<file path="src/logic/vdp_bus_pkg.sv">
/*
 * VDP CPU bus definitions
 * I/O port numbers, register numbers and bus widths
 */
package vdp_bus_pkg;

    localparam int DATA_W       = 8;
    localparam int STATUS_SEL_W = 4;
    localparam int VDP_ID_W     = 5;

    // Low two bits of the CPU I/O address
    typedef logic [1:0] cpu_port_t;

    localparam cpu_port_t PORT_VRAM     = 2'd0;
    localparam cpu_port_t PORT_CTRL     = 2'd1;
    localparam cpu_port_t PORT_PALETTE  = 2'd2;
    localparam cpu_port_t PORT_INDIRECT = 2'd3;

    typedef logic [5:0] reg_num_t;

    localparam reg_num_t REG_MODE0        = 6'd0;
    localparam reg_num_t REG_MODE1        = 6'd1;
    localparam reg_num_t REG_FRAME_COL    = 6'd7;
    localparam reg_num_t REG_MODE8        = 6'd8;
    localparam reg_num_t REG_MODE9        = 6'd9;
    localparam reg_num_t REG_BLINK_MODE   = 6'd12;
    localparam reg_num_t REG_BLINK_PERIOD = 6'd13;
    localparam reg_num_t REG_STATUS_SEL   = 6'd15;
    localparam reg_num_t REG_PAL_SEL      = 6'd16;
    localparam reg_num_t REG_INDIRECT     = 6'd17;
    localparam reg_num_t REG_ADJUST       = 6'd18;
    localparam reg_num_t REG_HINT_LINE    = 6'd19;
    localparam reg_num_t REG_VSTART       = 6'd23;

endpackage

</file>
<file path="src/logic/vdp_display_pkg.sv">
/*
 * VDP display-side definitions
 * Screen modes, palette colour format and dot phases
 */
package vdp_display_pkg;

    localparam int PAL_ENTRIES = 16;

    // GRAPHIC1 first so a cleared mode register decodes to it
    typedef enum logic [3:0] {
        MODE_GRAPHIC1,
        MODE_GRAPHIC2,
        MODE_GRAPHIC3,
        MODE_GRAPHIC4,
        MODE_GRAPHIC5,
        MODE_GRAPHIC6,
        MODE_GRAPHIC7,
        MODE_TEXT1,
        MODE_TEXT1Q,
        MODE_TEXT2,
        MODE_MULTI,
        MODE_MULTIQ,
        MODE_UNDEFINED
    } screen_mode_t;

    typedef struct packed {
        logic [2:0] red;
        logic [2:0] green;
        logic [2:0] blue;
    } rgb333_t;

    typedef logic [3:0] pal_index_t;

    // Display owns the palette in these two phases
    typedef logic [1:0] dot_state_t;
    localparam dot_state_t DOT_PHASE_EVEN_A = 2'd0;
    localparam dot_state_t DOT_PHASE_EVEN_B = 2'd3;

    typedef struct packed {
        logic [2:0] r0;
        logic [1:0] r1;
    } mode_bits_t;

endpackage

</file>
<file path="src/logic/palette_wr_if.sv">
/*
 * Palette write channel
 * Toggle handshake carrying one colour and its index
 */
interface palette_wr_if;

    logic                        req_toggle;
    logic                        ack_toggle;
    vdp_display_pkg::pal_index_t index;
    vdp_display_pkg::rgb333_t    rgb;

    modport host (
        output req_toggle, index, rgb,
        input  ack_toggle
    );

    modport store (
        input  req_toggle, index, rgb,
        output ack_toggle
    );

endinterface

</file>
<file path="src/logic/vdp_cpu_port.sv">
/*
 * VDP CPU port logic
 * Port decoding, byte pairing, R16/R17 pointers and read data
 */
module vdp_cpu_port
    import vdp_bus_pkg::*, vdp_display_pkg::*;
(
    input  logic              CLK21M,
    input  logic              RESET,
    input  logic              req,
    input  logic              wrt,
    input  cpu_port_t         adr,
    input  logic [DATA_W-1:0] dbo,
    input  logic [DATA_W-1:0] status_byte,
    output logic              ack,
    output logic [DATA_W-1:0] dbi,
    output logic              reg_wr,
    output reg_num_t          reg_num,
    output logic [DATA_W-1:0] reg_data,
    output logic              status_rd,
    palette_wr_if.host        pal
);

    logic       p1_first;
    logic       p2_first;
    logic [2:0] red_lat;
    logic [2:0] blue_lat;
    pal_index_t r16_pal;
    reg_num_t   r17_num;
    logic       r17_inc;

    assign status_rd = req && !wrt && (adr == PORT_CTRL);

    always_ff @(posedge CLK21M or posedge RESET) begin
        if (RESET) begin
            ack            <= 1'b0;
            reg_wr         <= 1'b0;
            reg_num        <= '0;
            reg_data       <= '0;
            p1_first       <= 1'b1;
            p2_first       <= 1'b1;
            r16_pal        <= '0;
            r17_num        <= '0;
            r17_inc        <= 1'b0;
            pal.req_toggle <= 1'b0;
        end else begin
            ack    <= req;
            reg_wr <= 1'b0;
            if (req && !wrt) begin
                // Status read restarts the control port byte pairing
                if (adr == PORT_CTRL) begin
                    p1_first <= 1'b1;
                end
            end else if (req) begin
                case (adr)
                    PORT_VRAM: begin
                        // VRAM data is not handled in this block
                    end
                    PORT_CTRL: begin
                        if (p1_first) begin
                            p1_first <= 1'b0;
                            reg_data <= dbo;
                        end else begin
                            p1_first <= 1'b1;
                            // Top bits 1x select a register write
                            if (dbo[7]) begin
                                reg_num <= dbo[5:0];
                                reg_wr  <= 1'b1;
                            end
                        end
                    end
                    PORT_PALETTE: begin
                        p2_first <= ~p2_first;
                        if (!p2_first) begin
                            pal.req_toggle <= ~pal.ack_toggle;
                            r16_pal        <= r16_pal + 1'b1;
                        end
                    end
                    PORT_INDIRECT: begin
                        // R17 cannot write itself
                        reg_wr   <= (r17_num != REG_INDIRECT);
                        reg_num  <= r17_num;
                        reg_data <= dbo;
                        if (r17_inc) begin
                            r17_num <= r17_num + 1'b1;
                        end
                    end
                endcase
            end else if (reg_wr) begin
                if (reg_num == REG_PAL_SEL) begin
                    r16_pal  <= reg_data[3:0];
                    p2_first <= 1'b1;
                end
                if (reg_num == REG_INDIRECT) begin
                    r17_num <= reg_data[5:0];
                    r17_inc <= ~reg_data[7];
                end
            end
        end
    end

    // Read data and palette colour assembly
    always_ff @(posedge CLK21M) begin
        if (req && !wrt) begin
            dbi <= (adr == PORT_CTRL) ? status_byte : '1;
        end
        if (req && wrt && (adr == PORT_PALETTE)) begin
            if (p2_first) begin
                red_lat  <= dbo[6:4];
                blue_lat <= dbo[2:0];
            end else begin
                pal.rgb   <= '{red: red_lat, green: dbo[2:0], blue: blue_lat};
                pal.index <= r16_pal;
            end
        end
    end

endmodule

</file>
<file path="src/logic/vdp_control_regs.sv">
/*
 * VDP control register file
 * Mode bits and display enable are taken over at HSYNC
 */
module vdp_control_regs
    import vdp_bus_pkg::*, vdp_display_pkg::*;
(
    input  logic              CLK21M,
    input  logic              RESET,
    input  logic              hsync,
    input  logic              reg_wr,
    input  reg_num_t          reg_num,
    input  logic [DATA_W-1:0] reg_data,
    output logic              hint_en,
    output logic              sp_size,
    output logic              sp_zoom,
    output logic              blink_hsync,
    output logic              vint_en,
    output logic              disp_on,
    output logic [DATA_W-1:0] frame_col,
    output logic              sp_off,
    output logic              col0_on,
    output logic              pal_mode,
    output logic              interlace,
    output logic              y_dots,
    output logic [DATA_W-1:0] blink_mode,
    output logic [DATA_W-1:0] blink_period,
    output logic [DATA_W-1:0] adjust,
    output logic [DATA_W-1:0] hint_line,
    output logic [DATA_W-1:0] vstart_line,
    output mode_bits_t        mode_bits
);

    // Written values waiting for the next HSYNC
    logic [2:0] r0_mode_wr;
    logic [1:0] r1_mode_wr;
    logic       disp_on_wr;

    always_ff @(posedge CLK21M or posedge RESET) begin
        if (RESET) begin
            r0_mode_wr   <= '0;
            r1_mode_wr   <= '0;
            disp_on_wr   <= 1'b0;
            hint_en      <= 1'b0;
            sp_size      <= 1'b0;
            sp_zoom      <= 1'b0;
            blink_hsync  <= 1'b0;
            vint_en      <= 1'b0;
            frame_col    <= '0;
            sp_off       <= 1'b0;
            col0_on      <= 1'b0;
            pal_mode     <= 1'b0;
            interlace    <= 1'b0;
            y_dots       <= 1'b0;
            blink_mode   <= '0;
            blink_period <= '0;
            adjust       <= '0;
            hint_line    <= '0;
            vstart_line  <= '0;
        end else if (reg_wr) begin
            case (reg_num)
                REG_MODE0: begin
                    r0_mode_wr <= reg_data[3:1];
                    hint_en    <= reg_data[4];
                end
                REG_MODE1: begin
                    sp_zoom     <= reg_data[0];
                    sp_size     <= reg_data[1];
                    blink_hsync <= reg_data[2];
                    r1_mode_wr  <= reg_data[4:3];
                    vint_en     <= reg_data[5];
                    disp_on_wr  <= reg_data[6];
                end
                REG_FRAME_COL: frame_col <= reg_data;
                REG_MODE8: begin
                    sp_off  <= reg_data[1];
                    col0_on <= reg_data[5];
                end
                REG_MODE9: begin
                    pal_mode  <= reg_data[1];
                    interlace <= reg_data[3];
                    y_dots    <= reg_data[7];
                end
                REG_BLINK_MODE:   blink_mode   <= reg_data;
                REG_BLINK_PERIOD: blink_period <= reg_data;
                REG_ADJUST:       adjust       <= reg_data;
                REG_HINT_LINE:    hint_line    <= reg_data;
                REG_VSTART:       vstart_line  <= reg_data;
                default: begin
                end
            endcase
        end
    end

    always_ff @(posedge CLK21M or posedge RESET) begin
        if (RESET) begin
            mode_bits <= '0;
            disp_on   <= 1'b0;
        end else if (hsync) begin
            mode_bits <= '{r0: r0_mode_wr, r1: r1_mode_wr};
            disp_on   <= disp_on_wr;
        end
    end

endmodule

</file>
<file path="src/logic/vdp_status_regs.sv">
/*
 * VDP status registers
 * R15 selector, status byte assembly and interrupt clears
 */
module vdp_status_regs
    import vdp_bus_pkg::*;
(
    input  logic                CLK21M,
    input  logic                RESET,
    input  logic                reg_wr,
    input  reg_num_t            reg_num,
    input  logic [DATA_W-1:0]   reg_data,
    input  logic                status_rd,
    input  logic                vint_req_n,
    input  logic                hint_req_n,
    input  logic                sp_5th,
    input  logic                sp_collision,
    input  logic [4:0]          sp_5th_num,
    input  logic [VDP_ID_W-1:0] vdp_id,
    input  logic                cmd_tr,
    input  logic                vd,
    input  logic                hd,
    input  logic                cmd_bd,
    input  logic                field,
    input  logic                cmd_ce,
    output logic [DATA_W-1:0]   status_byte,
    output logic                clr_vsync_int,
    output logic                clr_hsync_int
);

    logic [STATUS_SEL_W-1:0] status_sel;

    always_comb begin
        case (status_sel)
            4'd0:    status_byte = {~vint_req_n, sp_5th, sp_collision, sp_5th_num};
            4'd1:    status_byte = {2'b00, vdp_id, ~hint_req_n};
            4'd2:    status_byte = {cmd_tr, vd, hd, cmd_bd, 2'b11, field, cmd_ce};
            default: status_byte = '0;
        endcase
    end

    always_ff @(posedge CLK21M or posedge RESET) begin
        if (RESET) begin
            status_sel    <= '0;
            clr_vsync_int <= 1'b0;
            clr_hsync_int <= 1'b0;
        end else begin
            if (reg_wr && (reg_num == REG_STATUS_SEL)) begin
                status_sel <= reg_data[STATUS_SEL_W-1:0];
            end
            clr_vsync_int <= status_rd && (status_sel == 4'd0);
            // Line interrupt also clears on a new line or a set enable
            clr_hsync_int <= (status_rd && (status_sel == 4'd1)) ||
                             (reg_wr && ((reg_num == REG_HINT_LINE) ||
                                         ((reg_num == REG_MODE0) && reg_data[4])));
        end
    end

endmodule

</file>
<file path="src/logic/vdp_mode_decode.sv">
/*
 * VDP screen mode decoder
 */
module vdp_mode_decode
    import vdp_display_pkg::*;
(
    input  mode_bits_t   mode_bits,
    output screen_mode_t screen_mode,
    output logic         high_res,
    output logic         sprite_mode2,
    output logic         vram_interleave
);

    // R1 mode bits enter the key swapped
    logic [4:0] mode_key;

    assign mode_key = {mode_bits.r0, mode_bits.r1[0], mode_bits.r1[1]};

    always_comb begin
        case (mode_key)
            5'b00000: screen_mode = MODE_GRAPHIC1;
            5'b00001: screen_mode = MODE_TEXT1;
            5'b00010: screen_mode = MODE_MULTI;
            5'b00100: screen_mode = MODE_GRAPHIC2;
            5'b00101: screen_mode = MODE_TEXT1Q;
            5'b00110: screen_mode = MODE_MULTIQ;
            5'b01000: screen_mode = MODE_GRAPHIC3;
            5'b01001: screen_mode = MODE_TEXT2;
            5'b01100: screen_mode = MODE_GRAPHIC4;
            5'b10000: screen_mode = MODE_GRAPHIC5;
            5'b10100: screen_mode = MODE_GRAPHIC6;
            5'b11100: screen_mode = MODE_GRAPHIC7;
            default:  screen_mode = MODE_UNDEFINED;
        endcase
    end

    assign high_res        = (mode_bits.r0[2:1] == 2'b10) && (mode_bits.r1 == 2'b00);
    assign sprite_mode2    = (mode_bits.r1 == 2'b00) && (mode_bits.r0[2] || mode_bits.r0[1]);
    assign vram_interleave = mode_bits.r0[2] && mode_bits.r0[0];

endmodule

</file>
<file path="src/logic/vdp_palette.sv">
/*
 * VDP palette memory
 * CPU writes slip in during odd dot phases only
 */
module vdp_palette
    import vdp_display_pkg::*;
(
    input  logic         CLK21M,
    input  logic         RESET,
    input  dot_state_t   dot_state,
    input  pal_index_t   palette_addr,
    output rgb333_t      palette_rgb,
    palette_wr_if.store  pal
);

    rgb333_t    mem [PAL_ENTRIES];
    logic       even_dot;
    logic       wr_own;
    pal_index_t mem_addr;

    assign even_dot = (dot_state == DOT_PHASE_EVEN_A) || (dot_state == DOT_PHASE_EVEN_B);
    assign mem_addr = wr_own ? pal.index : palette_addr;

    always_ff @(posedge CLK21M or posedge RESET) begin
        if (RESET) begin
            wr_own         <= 1'b0;
            pal.ack_toggle <= 1'b0;
        end else begin
            wr_own <= 1'b0;
            if (!even_dot && (pal.req_toggle != pal.ack_toggle)) begin
                // Take the memory for the pending write
                wr_own         <= 1'b1;
                pal.ack_toggle <= ~pal.ack_toggle;
            end
        end
    end

    always_ff @(posedge CLK21M or posedge RESET) begin
        if (RESET) begin
            for (int i = 0; i < PAL_ENTRIES; i++) begin
                mem[i] <= '0;
            end
            palette_rgb <= '0;
        end else begin
            if (wr_own) begin
                mem[mem_addr] <= pal.rgb;
            end
            palette_rgb <= mem[mem_addr];
        end
    end

endmodule

</file>
<file path="src/logic/vdp_register_top.sv">
/*
 * VDP register block top level
 * CPU ports, control and status registers, mode decode and palette
 */
module vdp_register_top
    import vdp_bus_pkg::*, vdp_display_pkg::*;
(
    input  logic                CLK21M,
    input  logic                RESET,
    input  logic                req,
    input  logic                wrt,
    input  cpu_port_t           adr,
    input  logic [DATA_W-1:0]   dbo,
    input  logic                hsync,
    input  dot_state_t          dot_state,
    input  pal_index_t          palette_addr,
    input  logic                vint_req_n,
    input  logic                hint_req_n,
    input  logic                sp_5th,
    input  logic                sp_collision,
    input  logic [4:0]          sp_5th_num,
    input  logic [VDP_ID_W-1:0] vdp_id,
    input  logic                cmd_tr,
    input  logic                vd,
    input  logic                hd,
    input  logic                cmd_bd,
    input  logic                field,
    input  logic                cmd_ce,
    output logic                ack,
    output logic [DATA_W-1:0]   dbi,
    output rgb333_t             palette_rgb,
    output logic                clr_vsync_int,
    output logic                clr_hsync_int,
    output logic                hint_en,
    output logic                sp_size,
    output logic                sp_zoom,
    output logic                blink_hsync,
    output logic                vint_en,
    output logic                disp_on,
    output logic [DATA_W-1:0]   frame_col,
    output logic                sp_off,
    output logic                col0_on,
    output logic                pal_mode,
    output logic                interlace,
    output logic                y_dots,
    output logic [DATA_W-1:0]   blink_mode,
    output logic [DATA_W-1:0]   blink_period,
    output logic [DATA_W-1:0]   adjust,
    output logic [DATA_W-1:0]   hint_line,
    output logic [DATA_W-1:0]   vstart_line,
    output screen_mode_t        screen_mode,
    output logic                high_res,
    output logic                sprite_mode2,
    output logic                vram_interleave
);

    logic              reg_wr;
    reg_num_t          reg_num;
    logic [DATA_W-1:0] reg_data;
    logic              status_rd;
    logic [DATA_W-1:0] status_byte;
    mode_bits_t        mode_bits;

    palette_wr_if u_pal_if ();

    vdp_cpu_port u_cpu_port (
        .CLK21M      (CLK21M),
        .RESET       (RESET),
        .req         (req),
        .wrt         (wrt),
        .adr         (adr),
        .dbo         (dbo),
        .status_byte (status_byte),
        .ack         (ack),
        .dbi         (dbi),
        .reg_wr      (reg_wr),
        .reg_num     (reg_num),
        .reg_data    (reg_data),
        .status_rd   (status_rd),
        .pal         (u_pal_if.host)
    );

    vdp_control_regs u_control_regs (
        .CLK21M       (CLK21M),
        .RESET        (RESET),
        .hsync        (hsync),
        .reg_wr       (reg_wr),
        .reg_num      (reg_num),
        .reg_data     (reg_data),
        .hint_en      (hint_en),
        .sp_size      (sp_size),
        .sp_zoom      (sp_zoom),
        .blink_hsync  (blink_hsync),
        .vint_en      (vint_en),
        .disp_on      (disp_on),
        .frame_col    (frame_col),
        .sp_off       (sp_off),
        .col0_on      (col0_on),
        .pal_mode     (pal_mode),
        .interlace    (interlace),
        .y_dots       (y_dots),
        .blink_mode   (blink_mode),
        .blink_period (blink_period),
        .adjust       (adjust),
        .hint_line    (hint_line),
        .vstart_line  (vstart_line),
        .mode_bits    (mode_bits)
    );

    vdp_status_regs u_status_regs (
        .CLK21M        (CLK21M),
        .RESET         (RESET),
        .reg_wr        (reg_wr),
        .reg_num       (reg_num),
        .reg_data      (reg_data),
        .status_rd     (status_rd),
        .vint_req_n    (vint_req_n),
        .hint_req_n    (hint_req_n),
        .sp_5th        (sp_5th),
        .sp_collision  (sp_collision),
        .sp_5th_num    (sp_5th_num),
        .vdp_id        (vdp_id),
        .cmd_tr        (cmd_tr),
        .vd            (vd),
        .hd            (hd),
        .cmd_bd        (cmd_bd),
        .field         (field),
        .cmd_ce        (cmd_ce),
        .status_byte   (status_byte),
        .clr_vsync_int (clr_vsync_int),
        .clr_hsync_int (clr_hsync_int)
    );

    vdp_mode_decode u_mode_decode (
        .mode_bits       (mode_bits),
        .screen_mode     (screen_mode),
        .high_res        (high_res),
        .sprite_mode2    (sprite_mode2),
        .vram_interleave (vram_interleave)
    );

    vdp_palette u_palette (
        .CLK21M       (CLK21M),
        .RESET        (RESET),
        .dot_state    (dot_state),
        .palette_addr (palette_addr),
        .palette_rgb  (palette_rgb),
        .pal          (u_pal_if.store)
    );

endmodule

</file>
<file path="config.mk">
export PLATFORM = sky130hd
export DESIGN_NAME = vdp_register_top
export DESIGN_NICKNAME = d
export VERILOG_FILES = /design/src/logic/vdp_bus_pkg.sv /design/src/logic/vdp_display_pkg.sv /design/src/logic/palette_wr_if.sv /design/src/logic/vdp_cpu_port.sv /design/src/logic/vdp_control_regs.sv /design/src/logic/vdp_status_regs.sv /design/src/logic/vdp_mode_decode.sv /design/src/logic/vdp_palette.sv /design/src/logic/vdp_register_top.sv
export SDC_FILE = /design/constraint.sdc
export NUM_CORES = 1
export LEC_CHECK = 0
export ABC_AREA = 0
export BUFFER_PORTS_ARGS = -buffer_cell sky130_fd_sc_hd__buf_2
export CORE_ASPECT_RATIO = 1.4
export CORE_MARGIN = 4
export CORE_UTILIZATION = 60
export CTS_CLUSTER_DIAMETER = 120
export DETAILED_ROUTE_END_ITERATION = 8
export HOLD_SLACK_MARGIN = 0.08
export PLACE_DENSITY = 0.81
export SYNTH_ARGS = -nofsm -noshare
export SYNTH_HDL_FRONTEND = slang
export SYNTH_HIERARCHICAL = 1
export SYNTH_SLANG_ARGS = --single-unit
</file>
<file path="constraint.sdc">
create_clock -name CLK21M -period 11.7 [get_ports CLK21M]
set_input_delay 1.17 -clock CLK21M [delete_from_list [all_inputs] [get_ports CLK21M]]
set_output_delay 1.17 -clock CLK21M [all_outputs]
set_load 0.05 [all_outputs]
</file>
After elaboration in Yosys (flattened, before gate mapping)
Memories as Yosys holds them, arrays and structs flattened.
Cells that the tools add are included.
{"block": "word_totals", "n_memories": 1, "mem_bits_ro": 128, "elab_cells": 223, "input_bits": 41, "out_inout_bits": 86, "ff_bits": 288}
{"block": "classes", "n_lt_le_gt_ge": 2, "n_mux": 38, "n_reduce_logical": 49, "add_sub_neg": 2, "n_eq_ne": 28, "bitwise": 8}
{"memory": "(no name shown)", "depth": 32, "width": 4, "rd": 1, "rd_ports_with_merged_regs": 0, "write_ports": 0, "line": "vdp_mode_decode.sv:20", "rtl": "case (mode_key)"}
{"op": "$bwmux W144", "count": 1}
{"op": "$mux W6", "count": 7}
{"op": "$bmux W9 S4", "count": 1}
{"op": "$demux W9 S4", "count": 1}
{"op": "$eq A6 B4 Y1 const B", "count": 5}
{"op": "$eq A6 B5 Y1 const B", "count": 5}
{"op": "$mux W9", "count": 3}
{"op": "$reduce_and A2 Y1", "count": 13}
{"op": "$mux W4", "count": 6}
{"op": "$pmux W8 S3", "count": 1}
{"op": "$pmux W8 S2", "count": 1}
{"op": "$reduce_and A4 Y1", "count": 4}
{"op": "$reduce_and A5 Y1", "count": 3}
{"op": "$logic_and A1 B1 Y1", "count": 14}
{"op": "$mux W1", "count": 14}
{"op": "$pmux W6 S2", "count": 1}
{"op": "$reduce_bool A2 Y1", "count": 5}
{"op": "$eq A2 B2 Y1 const B", "count": 4}
{"op": "$mux W8", "count": 1}
{"op": "$ne A2 B1 Y1 const B", "count": 4}
{"op": "$not A1 Y1", "count": 7}
{"op": "$add A6 B1 Y6 const B", "count": 1}
{"op": "$eq A6 B1 Y1 const B", "count": 1}
{"op": "$eq A6 B3 Y1 const B", "count": 1}
{"op": "16 further kinds", "count": 23}

Depth between registers and ports, before layout
{"block": "logic_depth", "ltp_word": 7, "ltp_mapped": 7, "mapped_depth_nobuf": 5}

Modules after synthesis
The synthesis kept the hierarchy.
{"module": "vdp_palette", "cells_per_inst": 532, "n_inst": 1, "seq_area_each_um2": 3878.7, "area_each_um2": 7055.5}
{"module": "vdp_control_regs", "cells_per_inst": 164, "n_inst": 1, "seq_area_each_um2": 1751.7, "area_each_um2": 2742.6}
{"module": "vdp_cpu_port", "cells_per_inst": 185, "n_inst": 1, "seq_area_each_um2": 1564.0, "area_each_um2": 2403.6}
{"module": "vdp_status_regs", "cells_per_inst": 47, "n_inst": 1, "seq_area_each_um2": 150.1, "area_each_um2": 449.2}
{"module": "vdp_mode_decode", "cells_per_inst": 33, "n_inst": 1, "seq_area_each_um2": 0.0, "area_each_um2": 246.5}

Worst setup path after synthesis
Ideal clock, no wire load.
{"block": "synth_path", "path_kind": "input to register", "from": "input adr[1]", "to": "register u_cpu_port.pal.index[0] (enable)", "arrival_time_ns": 2.520, "path_stages": 4, "slack_ns": 8.797, "n_path_buf": 1, "setup_ns": 0.382, "cell_sequence": "clkbuf_1 -> nor4bb_1 -> a21oi_1 -> nor2_1"}
{"block": "synth_via", "elab_chain_cells": 3}
{"item": "from (decl)", "line": "vdp_register_top.sv:12", "rtl": "input cpu_port_t adr,"}
{"item": "$eq A2 B2 Y1", "line": "vdp_cpu_port.sv:107", "rtl": "if (req && wrt && (adr == PORT_PALETTE)) begin"}
{"item": "$logic_and A1 B1 Y1", "line": "vdp_cpu_port.sv:107"}
{"item": "$reduce_and A2 Y1 (no source line)"}
{"item": "to (signal assigned)", "line": "vdp_cpu_port.sv:113", "rtl": "pal.index <= r16_pal;"}
{"item": "to (decl)", "line": "palette_wr_if.sv:13", "rtl": "output req_toggle, index, rgb,"}
Every way passes these cells.
A chain may end at the register's enable or synchronous reset.

Worst setup path in the final report
{"block": "layout_path", "from": "register u_control_regs/mode_bits[0] (netlist name)", "to": "output screen_mode[1]"}
{"block": "layout_via", "elab_chain_cells": 1}
{"item": "$mem_v2 Z32 W4"}
{"item": "to (decl)", "line": "vdp_register_top.sv:51", "rtl": "output screen_mode_t screen_mode,"}
Every way passes these cells.

==> results.sh <==
export IMPL_postCtsSetupBuffers=0
export IMPL_drt_first_iter_violations=629
export IMPL_hp_class="register to register"
export IMPL_drv_slew=0
export IMPL_ys_top_cells_by_area="dfrtp_1, mux2_2, edfxtp_1, o21ai_0, mux2i_1"
export IMPL_tightest_slew_ns=1.17
export IMPL_crit_arrival_ns=2.09
export IMPL_gp_congestion=0.873
export IMPL_hold_viol=0
export IMPL_vdd_drop_max_mv=0.130
export IMPL_powerDensity_mw_per_mm2=218
export IMPL_fin_worst_skew_ns=0.0171
export IMPL_intPower_uw=2170
export IMPL_crit_fanout=6
export IMPL_max_slew_margin_rel_pct=21.9
export IMPL_finalWirelength_mm=29.6
export IMPL_max_freq_mhz=307
export IMPL_ys_warn_count=6
export IMPL_cpMaxStageDelayCell="dfrtp_1"
export IMPL_cp_data_required_time_ns=10.53
export IMPL_ios=127
export IMPL_htree_levels=1
export IMPL_drive_gt1_share_pct=39.9
export IMPL_cpPeakStageDelay_ns=0.42
export IMPL_synth_compound_area_share_pct=7.79
export IMPL_synth_most_common_cell="dfrtp_1"
export IMPL_cts_max_path_buffers=3
export IMPL_ys_types=69
export IMPL_synth_top_family_by_area="multiplexers"
export IMPL_area_growth_synth_to_final_pct=13.5
export IMPL_cts_tree="built"
export IMPL_fin_crit_ns=3.26
export IMPL_setup_violations=0
export IMPL_design_die_area_mm2=0.0239
export IMPL_drt_first_pass_iters=5
export IMPL_core_area_mm2=0.0212
export IMPL_path_buf_inv=2
export IMPL_pwr_share_seq_pct=46.4
export IMPL_critPathKind="register to primary output"
export IMPL_rows=63
export IMPL_dp_hpwl_mm=19.7
export IMPL_mappedNetlistNets=1010
export IMPL_switching_share_pct=32.0
export IMPL_yosys_area_share_adder_pct=0.776
export IMPL_p_clk_share_pct=28.8
export IMPL_crit_family="flip-flops"
export IMPL_die_y_um=181
export IMPL_power_switching_uw=1020
export IMPL_synth_edf_count=27
export IMPL_cap_viol_max_count=0
export IMPL_die_w_um=132
export IMPL_power_uw=3190
export IMPL_nets=1121
export IMPL_worst_setup_path_end_kind="primary output"
export IMPL_start_kind="register"
export IMPL_io_buffers=126
export IMPL_dpl_cell_area_mm2=0.0137
export IMPL_status="complete, no violations"
export IMPL_grt_pass1_wl_mm=47.5
export IMPL_yosys_register_bits=288
export IMPL_n_antenna_cell=0
export IMPL_first_global_vias=8849
export IMPL_synth_xor_area_share_pct=0.136
export IMPL_path_clk_slew_ns=0.06
export IMPL_synth_common_cells="dfrtp_1, mux2_2, o21ai_0, nand2_1, mux2i_1"
export IMPL_postCtsHoldBufs=0
export IMPL_syn_inst=961
export IMPL_wl_per_cell_um=21.8
export IMPL_grt_max_degree=84
export IMPL_async_flop_share_pct=90.6
export IMPL_power_leakage_uw=0.00691
export IMPL_cts_root_buf="clkbuf_16"
export IMPL_stdcell_area_mm2=0.0146
export IMPL_syn_area_per_cell_um2=13.4
export IMPL_clkLatencyLatePin_ns=0.55
export IMPL_syn_cell_area_mm2=0.0129
export IMPL_synth_top_area_share_pct=50.3
export IMPL_clock_sinks=288
export IMPL_synthFlopType="dfrtp_1"
export IMPL_ys_seq_area_share_pct=56.9
export IMPL_cts_resized=0
export IMPL_rsz0062_at_grt="false"
export IMPL_combPwrFrac_pct=24.7
export IMPL_viasPerCell=6.24
export IMPL_yosys_area_share_simple_pct=7.84
export IMPL_initial_core_util_pct=60.8
export IMPL_grt_overflow=0
export IMPL_path_cells="inv_1, ha_1, mux2i_1, or3_1, o211ai_2, buf_2"
export IMPL_finalSetupTns_ns=0
export IMPL_synth_mux_area_share_pct=24.3
export IMPL_finalCritPeriodShare_pct=27.9
export IMPL_drc=0
export IMPL_yosys_area_top_type="dfrtp_1"
export IMPL_vias=8446
export IMPL_grt_util_all_layers_pct=24.5
export IMPL_antenna_found_initial=0
export IMPL_fillers=1479
export IMPL_cts_buffers=28
export IMPL_postRouteAntennaNets=0
-- power by group through the flow --
stage	clock network, uW	registers [uW]	logic [uW]
2_1_floorplan	0	1520	545
3_3_place_gp	0	1480	762
3_5_place_dp	0	1490	788
4_1_cts	939	1480	794
5_1_grt	982	1510	848
6_report	921	1480	790
-- layout make-up --
cell class | instances | area, um^2 | share of cell area, %
multi-input cells | 610 | 5290 | 36.1
clock buffers | 30 | 708 | 4.84
flip-flops and latches | 288 | 7340 | 50.2
repair buffers | 134 | 691 | 4.72
well taps | 260 | 325 | 2.22
inverters | 10 | 42.5 | 0.291
clock inverters | 22 | 236 | 1.62
-- cells in the final DEF, fill, tap and decap left out, drive strengths merged, types with 4 or more instances in the layout --
cell,n
a21oi,13
a31oi,4
a41o,6
a41oi,13
and2,9
and3,10
and3b,6
buf,134
bufinv,5
clkbuf,30
clkinv,17
dfrtp,259
edfxtp,27
ha,8
inv,10
mux2,228
mux2i,36
mux4,8
nand2,38
nand2b,12
nand3,8
nand4,7
nor2,30
nor2b,9
nor3,5
nor3b,7
o21ai,97
o22a,6
o22ai,12
or4,8
-- cell families after synthesis --
logic type                 count (synthesis)
xor gates and xnor gates                   2
AOI/OAI and AO/OA                        164
adders and majority gates                  8
buffers and inverters                     63
DFF                                      288
and+or+nand+nor                          164
muxes                                    272
-- stage by stage --
step	std cells	worst slack, ns	util [%]	hold slack, ns
2_1_floorplan	961	6.35	-	0.400
3_3_place_gp	1302	8.41	64.6	0.403
3_5_place_dp	1302	8.24	64.6	0.405
4_1_cts	1354	8.41	69.0	0.420
5_1_grt	1354	8.31	69.0	0.424
6_report	1354	8.44	69.0	0.419
-- state kept, by name (all words and copies together) (netlist names), 2 cells and up --
signal                       count
u_cpu_port/blue_lat              3
u_cpu_port/reg_data              8
u_cpu_port/r16_pal               4
u_control_regs/hint_line         8
u_cpu_port/reg_num               6
u_cpu_port/r17_num               6
u_control_regs/frame_col         8
u_palette/mem                  144
u_status_regs/status_sel         4
u_control_regs/blink_period      8
u_cpu_port/dbi                   8
u_control_regs/mode_bits         5
u_control_regs/vstart_line       8
u_control_regs/r1_mode_wr        2
u_palette/palette_rgb            9
u_control_regs/blink_mode        8
u_cpu_port/red_lat               3
u_control_regs/adjust            8
u_control_regs/r0_mode_wr        3
u_cpu_port/pal.rgb               9
u_cpu_port/pal.index             4
-- worst reg2reg max path: cells and delay by family (launching register included) --
kind / cells / cell delay, ns
AND/OR/NAND/NOR: 2 / 0.70
buffers and inverters: 1 / 0.45
flip-flops: 1 / 0.76
multiplexers: 2 / 0.89
-- layer usage --
| layer | GRT usage [%] | part of all wire [%] |
|---|---|---|
| met3 | 4.88 | 6.4 |
| met2 | 44.0 | 52 |
| met1 | 29.5 | 38 |
| met5 | 0 | 0 |
| met4 | 8.15 | 2.8 |
-- final timing paths --
kind / from / to / slack, ns / cells after the start
hold / removal: u_cpu_port/blue_lat[2]$_DFFE_PP_ / u_cpu_port/pal.rgb[2]$_DFFE_PP_ / 0.42 / 0
setup reg to reg: u_palette/wr_own$_DFF_PP0_ / u_palette/palette_rgb[4]$_DFF_PP0_ / 8.77 / 5
min in group asynchronous: RESET / u_status_regs/clr_hsync_int$_DFF_PP0_ / 0.62 / 2
setup / recovery: u_control_regs/mode_bits[0]$_DFFE_PP0P_ / screen_mode[1] / 8.44 / 6
hold reg to reg: u_cpu_port/blue_lat[2]$_DFFE_PP_ / u_cpu_port/pal.rgb[2]$_DFFE_PP_ / 0.42 / 0
max in group asynchronous: RESET / u_palette/mem[8]$_DFFE_PP0P_ / 9.43 / 3
Power figures use the tool's default switching activity.
